--- config.mk ---
export PLATFORM = sky130hd
export DESIGN_NAME = sdramBurstsTop
export DESIGN_NICKNAME = d
export VERILOG_FILES = /design/src/sdramCtrlPkg.sv /design/src/sdramTimer.sv /design/src/sdramCtrlFsm.sv /design/src/sdramDataPath.sv /design/src/sdramBurstTester.sv /design/src/sdramBurstsTop.sv
export SDC_FILE = /design/constraint.sdc
export NUM_CORES = 1
export LEC_CHECK = 0
export ABC_AREA = 1
export BUFFER_PORTS_ARGS = -buffer_cell sky130_fd_sc_hd__buf_2
export CAP_MARGIN = 20
export CORE_MARGIN = 5
export CORE_UTILIZATION = 45
export DETAILED_ROUTE_END_ITERATION = 16
export PLACE_DENSITY = 0.74
export SLEW_MARGIN = 15
export SYNTH_ARGS = -nofsm -noshare
export SYNTH_HDL_FRONTEND = slang
export SYNTH_HIERARCHICAL = 1
export SYNTH_SLANG_ARGS = --single-unit
--- constraint.sdc ---
create_clock -name Clock -period 6.99 [get_ports Clock]
set_clock_uncertainty 0.15 [all_clocks]
set_input_delay 1.398 -clock Clock [delete_from_list [all_inputs] [get_ports Clock]]
set_output_delay 1.398 -clock Clock [all_outputs]
set_load 0.1 [all_outputs]
--- src/sdramCtrlPkg.sv ---
`default_nettype none

package sdramCtrlPkg;

    //*********************************************************************
    // Timing in clocks
    //*********************************************************************
    localparam int unsigned InitWaitCycles  = 20;   // Power-up wait, shortened for simulation
    localparam int unsigned TRp             = 2;    // Precharge to next command
    localparam int unsigned TRcd            = 2;    // Activate to read or write
    localparam int unsigned TRfc            = 7;    // Refresh to next command
    localparam int unsigned TWr             = 2;    // Last write beat to precharge
    localparam int unsigned CasLatency      = 2;
    localparam int unsigned BurstLength     = 8;
    localparam int unsigned RefreshInterval = 300;  // Far below the real 7.8 us

    //*********************************************************************
    // Request address fields
    //*********************************************************************
    localparam int unsigned BankHi = 25;
    localparam int unsigned BankLo = 24;
    localparam int unsigned RowHi  = 23;
    localparam int unsigned RowLo  = 11;
    localparam int unsigned ColHi  = 10;
    localparam int unsigned ColLo  = 1;     // Bit 0 is the byte within a 16-bit word

    // Write burst follows read burst, CAS 2, sequential, burst length 8
    localparam logic [12:0] ModeRegValue = 13'b000_0_00_010_0_011;

    // Encoded as {CsN, RasN, CasN, WeN} so it drives the pins directly
    typedef enum logic [3:0] {
        CmdNop       = 4'b0111,
        CmdActive    = 4'b0011,
        CmdRead      = 4'b0101,
        CmdWrite     = 4'b0100,
        CmdPrecharge = 4'b0010,
        CmdRefresh   = 4'b0001,
        CmdLoadMode  = 4'b0000
    } sdramCmd;

    typedef enum logic [3:0] {
        StInitWait,
        StInitPre,
        StInitRef1,
        StInitRef2,
        StInitMode,
        StIdle,
        StRefresh,
        StActivate,
        StWriteBurst,
        StReadBurst,
        StReadDrain,
        StRecover
    } ctrlState;

    typedef enum logic [2:0] {
        TstIdle,
        TstWrite,
        TstWaitW,
        TstRead,
        TstWaitR,
        TstDone
    } testerState;

endpackage

`default_nettype wire

--- src/sdramTimer.sv ---
`timescale 1ns/1ps
`default_nettype none

module sdramTimer (
    input  logic        Clock,
    input  logic        Reset,
    input  logic        LoadCount,
    input  logic [15:0] LoadValue,
    input  logic        RefreshAck,
    output logic        WaitDone,
    output logic        RefreshDue
);
    import sdramCtrlPkg::*;

    logic [15:0] WaitCount;     // Spacing between DRAM commands
    logic [15:0] RefreshCount;  // Free-running refresh interval
    logic        RefreshRun;    // Set once init has issued its refreshes

    always_ff @(posedge Clock) begin
        if (Reset) begin
            WaitCount <= 16'd0;
        end else if (LoadCount) begin
            WaitCount <= LoadValue;
        end else if (WaitCount != 16'd0) begin
            WaitCount <= WaitCount - 16'd1;  // Sticks at zero until the next load
        end
    end

    assign WaitDone = (WaitCount == 16'd0);

    always_ff @(posedge Clock) begin
        if (Reset) begin
            RefreshRun   <= 1'b0;
            RefreshCount <= 16'd0;
            RefreshDue   <= 1'b0;
        end else begin
            if (RefreshAck)
                RefreshRun <= 1'b1;
            if (RefreshRun) begin
                if (RefreshCount == 16'(RefreshInterval - 1))
                    RefreshCount <= 16'd0;
                else
                    RefreshCount <= RefreshCount + 16'd1;
            end
            if (RefreshAck)
                RefreshDue <= 1'b0;  // Acknowledge wins over a new interval in the same cycle
            else if (RefreshRun && RefreshCount == 16'(RefreshInterval - 1))
                RefreshDue <= 1'b1;  // Held until the FSM gets to it
        end
    end

endmodule

`default_nettype wire

--- src/sdramCtrlFsm.sv ---
`timescale 1ns/1ps
`default_nettype none

module sdramCtrlFsm (
    input  logic                  Clock,
    input  logic                  Reset,
    input  logic                  WriteReq,
    input  logic                  ReadReq,
    input  logic                  WaitDone,
    input  logic                  RefreshDue,
    output logic                  Busy,
    output logic                  WriteDataTake,
    output logic                  LoadCount,
    output logic                  RefreshAck,
    output logic                  RowSel,
    output logic                  ColSel,
    output logic                  ModeSel,
    output logic                  WriteEnable,
    output logic                  ReadExpect,
    output logic                  CkeOn,
    output logic [15:0]           LoadValue,
    output sdramCtrlPkg::sdramCmd Cmd
);
    import sdramCtrlPkg::*;

    ctrlState   State, NextState;
    logic       FirstCycle;  // High on the first cycle spent in a state
    logic       IsWrite;     // Kind of the accepted request
    logic [2:0] Beat;        // Data beat within the burst

    always_ff @(posedge Clock) begin
        if (Reset) begin
            State      <= StInitWait;
            FirstCycle <= 1'b1;
            IsWrite    <= 1'b0;
            Beat       <= 3'd0;
        end else begin
            State      <= NextState;
            FirstCycle <= (NextState != State);
            if (State == StIdle && !RefreshDue && (WriteReq || ReadReq))
                IsWrite <= WriteReq;
            Beat <= (State == StWriteBurst || State == StReadDrain) ? Beat + 3'd1 : 3'd0;
        end
    end

    // A refresh waiting in IDLE counts as busy so no strobe is lost to it
    assign Busy  = (State != StIdle) || RefreshDue;
    assign CkeOn = (State != StInitWait);

    //*********************************************************************
    // Command sequencing
    //*********************************************************************
    // A state issues its command and loads the timer on its first cycle,
    // then leaves two cycles after the loaded value once WaitDone is seen
    always_comb begin
        NextState     = State;
        Cmd           = CmdNop;
        LoadCount     = 1'b0;
        LoadValue     = 16'd0;
        RefreshAck    = 1'b0;
        RowSel        = 1'b0;
        ColSel        = 1'b0;
        ModeSel       = 1'b0;
        WriteDataTake = 1'b0;
        WriteEnable   = 1'b0;
        ReadExpect    = 1'b0;
        case (State)
            StInitWait: begin
                if (FirstCycle) begin
                    LoadCount = 1'b1;
                    LoadValue = 16'(InitWaitCycles - 2);
                end else if (WaitDone)
                    NextState = StInitPre;
            end
            StInitPre: begin
                if (FirstCycle) begin
                    Cmd       = CmdPrecharge;  // A10 high from the data path closes all banks
                    LoadCount = 1'b1;
                    LoadValue = 16'(TRp - 2);
                end else if (WaitDone)
                    NextState = StInitRef1;
            end
            StInitRef1, StInitRef2: begin
                if (FirstCycle) begin
                    Cmd        = CmdRefresh;
                    LoadCount  = 1'b1;
                    LoadValue  = 16'(TRfc - 2);
                    RefreshAck = (State == StInitRef2);  // Starts the refresh interval
                end else if (WaitDone)
                    NextState = (State == StInitRef1) ? StInitRef2 : StInitMode;
            end
            StInitMode: begin
                if (FirstCycle) begin
                    Cmd       = CmdLoadMode;
                    ModeSel   = 1'b1;
                    LoadCount = 1'b1;
                    LoadValue = 16'd0;  // Two clocks of mode-register setup
                end else if (WaitDone)
                    NextState = StIdle;
            end
            StIdle: begin
                if (RefreshDue)
                    NextState = StRefresh;
                else if (WriteReq || ReadReq)
                    NextState = StActivate;
            end
            StRefresh: begin
                if (FirstCycle) begin
                    Cmd        = CmdRefresh;
                    RefreshAck = 1'b1;
                    LoadCount  = 1'b1;
                    LoadValue  = 16'(TRfc - 2);
                end else if (WaitDone)
                    NextState = StIdle;
            end
            StActivate: begin
                if (FirstCycle) begin
                    Cmd       = CmdActive;
                    RowSel    = 1'b1;
                    LoadCount = 1'b1;
                    LoadValue = 16'(TRcd - 2);
                end else if (WaitDone)
                    NextState = IsWrite ? StWriteBurst : StReadBurst;
            end
            StWriteBurst: begin
                WriteDataTake = 1'b1;  // Beat is registered with the command pins
                WriteEnable   = 1'b1;
                if (Beat == 3'd0) begin
                    Cmd    = CmdWrite;
                    ColSel = 1'b1;
                end
                if (Beat == 3'(BurstLength - 1)) begin
                    LoadCount = 1'b1;
                    LoadValue = 16'(TWr + TRp - 1);  // Write recovery plus auto-precharge
                    NextState = StRecover;
                end
            end
            StReadBurst: begin
                Cmd       = CmdRead;
                ColSel    = 1'b1;
                NextState = StReadDrain;
            end
            StReadDrain: begin
                ReadExpect = 1'b1;  // Lags READ by one cycle to line up with CAS latency
                if (Beat == 3'(BurstLength - 1)) begin
                    LoadCount = 1'b1;
                    LoadValue = 16'(CasLatency);  // Last beat still in the capture path
                    NextState = StRecover;
                end
            end
            StRecover: begin
                if (WaitDone)
                    NextState = StIdle;
            end
            default: NextState = StIdle;
        endcase
    end

endmodule

`default_nettype wire

--- src/sdramDataPath.sv ---
`timescale 1ns/1ps
`default_nettype none

module sdramDataPath (
    input  logic                  Clock,
    input  logic                  Reset,
    input  logic [31:0]           Address,
    input  logic [15:0]           WriteData,
    input  sdramCtrlPkg::sdramCmd Cmd,
    input  logic                  RowSel,
    input  logic                  ColSel,
    input  logic                  ModeSel,
    input  logic                  WriteEnable,
    input  logic                  ReadExpect,
    input  logic                  CkeOn,
    input  logic [15:0]           DramDqIn,
    output logic                  ReadValid,
    output logic [15:0]           ReadData,
    output logic [12:0]           DramAddr,
    output logic [1:0]            DramBa,
    output logic                  DramCsN,
    output logic                  DramRasN,
    output logic                  DramCasN,
    output logic                  DramWeN,
    output logic                  DramCke,
    output logic                  DramDqml,
    output logic                  DramDqmh,
    output logic                  DramDqOe,
    output logic [15:0]           DramDqOut
);
    import sdramCtrlPkg::*;

    sdramCmd               CmdPins;     // Command as it sits on the pins
    logic [1:0]            ReqBank;     // Bank of the open row
    logic [ColHi-ColLo:0]  ReqCol;      // Column held from ACTIVE until READ or WRITE
    logic [CasLatency-1:0] ExpectPipe;  // Read beats in flight inside the DRAM

    always_ff @(posedge Clock) begin
        if (RowSel) begin
            ReqBank <= Address[BankHi:BankLo];
            ReqCol  <= Address[ColHi:ColLo];
        end
        if (RowSel) begin
            DramAddr <= Address[RowHi:RowLo];
            DramBa   <= Address[BankHi:BankLo];
        end else if (ColSel) begin
            DramAddr <= {2'b00, 1'b1, ReqCol};  // A10 requests auto-precharge
            DramBa   <= ReqBank;
        end else if (ModeSel) begin
            DramAddr <= ModeRegValue;
            DramBa   <= 2'b00;
        end else begin
            DramAddr <= 13'h0400;  // A10 high so PRECHARGE means all banks
        end
        DramDqOut <= WriteData;
        if (ExpectPipe[CasLatency-1])
            ReadData <= DramDqIn;
    end

    always_ff @(posedge Clock) begin
        if (Reset) begin
            CmdPins    <= CmdNop;
            DramCke    <= 1'b0;
            DramDqOe   <= 1'b0;
            ExpectPipe <= '0;
            ReadValid  <= 1'b0;
        end else begin
            CmdPins    <= Cmd;
            DramCke    <= CkeOn;
            DramDqOe   <= WriteEnable;
            ExpectPipe <= {ExpectPipe[CasLatency-2:0], ReadExpect};
            ReadValid  <= ExpectPipe[CasLatency-1];  // Valid with the captured word
        end
    end

    assign {DramCsN, DramRasN, DramCasN, DramWeN} = CmdPins;
    assign DramDqml = 1'b0;  // No byte masking
    assign DramDqmh = 1'b0;

endmodule

`default_nettype wire

--- src/sdramBurstTester.sv ---
`timescale 1ns/1ps
`default_nettype none

module sdramBurstTester (
    input  logic        Clock,
    input  logic        Reset,
    input  logic        Busy,
    input  logic        WriteDataTake,
    input  logic        ReadValid,
    input  logic [15:0] ReadData,
    output logic [31:0] Address,
    output logic        WriteReq,
    output logic        ReadReq,
    output logic        Done,
    output logic [15:0] WriteData,
    output logic [7:0]  MismatchCount
);
    import sdramCtrlPkg::*;

    testerState  State, NextState;
    logic [1:0]  BurstIdx;  // Which of the four bursts is in progress
    logic [2:0]  Beat;      // Word within the burst
    logic [15:0] Pattern;   // Word expected at BurstIdx and Beat
    logic        BeatStep;  // A word moves in this cycle
    logic        BurstEnd;

    assign Pattern   = {6'd0, BurstIdx, 5'd0, Beat};
    assign WriteData = Pattern;                      // Picked in the same cycle as WriteDataTake
    assign Address   = {26'd0, BurstIdx, 4'd0};      // Byte address of word 8 * BurstIdx
    assign BeatStep  = (State == TstWaitW && WriteDataTake) || (State == TstWaitR && ReadValid);
    assign BurstEnd  = BeatStep && (Beat == 3'd7);
    assign Done      = (State == TstDone);

    always_comb begin
        NextState = State;
        WriteReq  = 1'b0;
        ReadReq   = 1'b0;
        case (State)
            TstIdle:  if (!Busy) NextState = TstWrite;  // Init is over
            TstWrite: begin
                WriteReq = !Busy;
                if (!Busy)
                    NextState = TstWaitW;
            end
            TstWaitW: if (BurstEnd) NextState = (BurstIdx == 2'd3) ? TstRead : TstWrite;
            TstRead: begin
                ReadReq = !Busy;
                if (!Busy)
                    NextState = TstWaitR;
            end
            TstWaitR: if (BurstEnd) NextState = (BurstIdx == 2'd3) ? TstDone : TstRead;
            TstDone:  NextState = TstDone;
            default:  NextState = TstDone;
        endcase
    end

    always_ff @(posedge Clock) begin
        if (Reset) begin
            State         <= TstIdle;
            BurstIdx      <= 2'd0;
            Beat          <= 3'd0;
            MismatchCount <= 8'd0;
        end else begin
            State <= NextState;
            if (BurstEnd)
                BurstIdx <= BurstIdx + 2'd1;  // Wraps to zero for the read pass
            if (BeatStep)
                Beat <= Beat + 3'd1;
            if (State == TstWaitR && ReadValid && ReadData != Pattern && MismatchCount != 8'hFF)
                MismatchCount <= MismatchCount + 8'd1;
        end
    end

endmodule

`default_nettype wire

--- src/sdramBurstsTop.sv ---
`timescale 1ns/1ps
`default_nettype none

module sdramBurstsTop (
    input  logic        Clock,
    input  logic        Reset,
    output logic        Done,
    output logic [7:0]  MismatchCount,
    input  logic [15:0] DramDqIn,
    output logic [12:0] DramAddr,
    output logic [1:0]  DramBa,
    output logic        DramCsN,
    output logic        DramRasN,
    output logic        DramCasN,
    output logic        DramWeN,
    output logic        DramCke,
    output logic        DramDqml,
    output logic        DramDqmh,
    output logic        DramDqOe,
    output logic [15:0] DramDqOut
);
    import sdramCtrlPkg::*;

    //*********************************************************************
    // Tester to controller
    //*********************************************************************
    logic [31:0] Address;
    logic        WriteReq, ReadReq;
    logic [15:0] WriteData, ReadData;
    logic        Busy, WriteDataTake, ReadValid;

    // Inside the controller
    logic        LoadCount, WaitDone, RefreshDue, RefreshAck;
    logic [15:0] LoadValue;
    logic        RowSel, ColSel, ModeSel, WriteEnable, ReadExpect, CkeOn;
    sdramCmd     Cmd;

    sdramBurstTester uTester (
        .Clock(Clock), .Reset(Reset), .Busy(Busy), .WriteDataTake(WriteDataTake),
        .ReadValid(ReadValid), .ReadData(ReadData), .Address(Address),
        .WriteReq(WriteReq), .ReadReq(ReadReq), .Done(Done), .WriteData(WriteData),
        .MismatchCount(MismatchCount)
    );

    sdramCtrlFsm uFsm (
        .Clock(Clock), .Reset(Reset), .WriteReq(WriteReq), .ReadReq(ReadReq),
        .WaitDone(WaitDone), .RefreshDue(RefreshDue), .Busy(Busy),
        .WriteDataTake(WriteDataTake), .LoadCount(LoadCount), .RefreshAck(RefreshAck),
        .RowSel(RowSel), .ColSel(ColSel), .ModeSel(ModeSel), .WriteEnable(WriteEnable),
        .ReadExpect(ReadExpect), .CkeOn(CkeOn), .LoadValue(LoadValue), .Cmd(Cmd)
    );

    sdramTimer uTimer (
        .Clock(Clock), .Reset(Reset), .LoadCount(LoadCount), .LoadValue(LoadValue),
        .RefreshAck(RefreshAck), .WaitDone(WaitDone), .RefreshDue(RefreshDue)
    );

    sdramDataPath uDataPath (
        .Clock(Clock), .Reset(Reset), .Address(Address), .WriteData(WriteData),
        .Cmd(Cmd), .RowSel(RowSel), .ColSel(ColSel), .ModeSel(ModeSel),
        .WriteEnable(WriteEnable), .ReadExpect(ReadExpect), .CkeOn(CkeOn),
        .DramDqIn(DramDqIn), .ReadValid(ReadValid), .ReadData(ReadData),
        .DramAddr(DramAddr), .DramBa(DramBa), .DramCsN(DramCsN), .DramRasN(DramRasN),
        .DramCasN(DramCasN), .DramWeN(DramWeN), .DramCke(DramCke), .DramDqml(DramDqml),
        .DramDqmh(DramDqmh), .DramDqOe(DramDqOe), .DramDqOut(DramDqOut)
    );

endmodule

`default_nettype wire

==> metrics.txt <==
status=finished clean; largest net degree at the start of global routing=46; TritonCTS Sinks=127; Cells after Synth=814; Inst Count DP=1041; CP endpoint kind=output port; Initial DRC Count=359; total gr overflow=0; final core utilization=51.49%; most frequent cells in the layout=nand2_1, dfxtp_1, nor2_1; Max FO, Critical Path=5; root buffer cell=clkbuf_16; HPWL after DPL=8216 um; TritonCTS clock tree=done; max-cap viol count=0; fin nets=908; internal power=1473 uW; Worst EP arrival=1.55 ns; Mean Syn Cell Area=7.629 um^2; CP required=5.44 ns; Reg area=2843 um^2; final weighted congestion in routability-driven placement=0.8591; Hold/Removal Path Class=flip-flop to flip-flop; WHS Path Cells=2; CP Class=flip-flop to output port; Cell Pwr Density=308.8 nW/um^2; pre-CTS WS=4.299 ns; Leakage=0.003271 uW; commonest non-fill, non-tap cell in the layout=nand2_1; drt drc=0; fin crit period=3.098 ns; post-route insts no fill=1074; # hold bufs at CTS=0; Slew Viols, Final=0; die area=16250 um^2; first-pass GRT wire length=20970 um; DRT Wirelength=12110 um; unrepaired setup endpoints after global routing=false; Slew headroom=52.35%; routed via count=5043; fin crit share=44.32%; chip height=127.5 um; Worst Slack Setup Final=3.892 ns; Layout fillers=1302; diode count=0; Yosys warnings=6; Critical path origin=uTester/State[0]; ratio of cells with drive above 1 in the final layout=16.89%; Max Fclk=322.8 MHz; Hold Fails Final Rpt=0; actual slew at the worst max-slew pin=0.7138 ns; r2r startpoint=uTimer/WaitCount[0]; clock transition at the registers of the reported paths=0.06 ns; DRT Pass-1 Iters=5; Max IR drop VDD=0.0001847 V; reg2reg setup slack=4.53 ns; clock share of power=38.9%; total setup buffers inserted after CTS=0; Die X=127.5 um; row count=43; TritonCTS Buffers=17; total core area=13720 um^2; Switching Fraction=32.47%; worst r2r path cells=15; post-route setup TNS=0 ns; area of the multi-input gates=2690 um^2; Max H-tree Level=4; crit path launch type=flip-flop; sequential power share=38.5%; vias in the first global route=4719; Avg WL per Cell=11.27 um; combinational share of power=22.6%; Critical R2R Capture=uFsm/FirstCycle; Area after DPL=6485 um^2; post-route cell area=7064 um^2; area grow syn2layout=13.76%; I/O pin count=66; Total GRT Usage=15.59%; Antenna Nets Post-Route=0; number of port buffers=63; worst skew pair latency=0.41 ns; Switch Pwr=708.3 uW; initial antenna violation count=0; # resized after CTS=0; CP endpoint=Done; cell area after synthesis=6210 um^2; Clock Tree Buf Depth=2; initial core utilization=45.26%; Setup violations, final=0; DR vias/cell=4.696
## how the worst min path moves through the flow
stage | start | endpoint | slack (ns)
global route | uTester/Beat[1] | uDataPath/DramDqOut[1] | 0.27
detailed placement | uDataPath/ExpectPipe[0] | uDataPath/ExpectPipe[1] | 0.25
finish | uDataPath/ExpectPipe[0] | uDataPath/ExpectPipe[1] | 0.25
floorplan | uTester/Beat[1] | uDataPath/DramDqOut[1] | 0.23
global placement | uDataPath/ExpectPipe[0] | uDataPath/ExpectPipe[1] | 0.25
CTS | uDataPath/ExpectPipe[0] | uDataPath/ExpectPipe[1] | 0.26
## worst max-delay path, cell delays in order, from the launching register on
cell and delay (ns):
dfxtp_1 0.41, inv_2 0.08, nor3_1 0.19, buf_2 0.47
## sequential cells by signal, indices dropped and copies added (netlist names), 4 cells and up
signal and cells:
uTester/MismatchCount 8, uDataPath/CmdPins 4, uDataPath/DramAddr 13, uTimer/RefreshCount 16, uTimer/WaitCount 16, uDataPath/ReadData 16
uDataPath/ReqCol 10, uFsm/State 4, uDataPath/DramDqOut 16
## power by group through the flow
stage	registers, uW	clock network [uW]	logic, uW
floorplan	907	0	360
global placement	854	0	484
detailed placement	854	0	489
CTS	839	867	491
global route	847	908	564
finish	839	848	494
## layer usage
layer / up-vias / share of wire, % / GRT usage, %
met5: - / 0 / 0
met4: 0 / 1.1 / 4.732
met3: 14 / 5.6 / 4.055
met2: 136 / 47 / 25.83
met1: 2281 / 46 / 20.03
li1: 2612 / - / -
## stage by stage
stage,total power [uW],hold WS (ns)
floorplan,1267,0.2257
global placement,1339,0.2496
detailed placement,1344,0.2477
CTS,2198,0.2552
global route,2319,0.2728
finish,2182,0.2540
## area by class of cell
type / instances / area share [%]
Clock buffer: 18 / 6.075
Timing Repair Buffer: 67 / 4.888
Clock inverter: 14 / 2.019
Sequential cell: 127 / 40.24
Multi-Input combinational cell: 565 / 38.08
Inverter: 103 / 5.508
Tap cell: 180 / 3.188
Note: power is estimated with default switching activity, not from simulation.
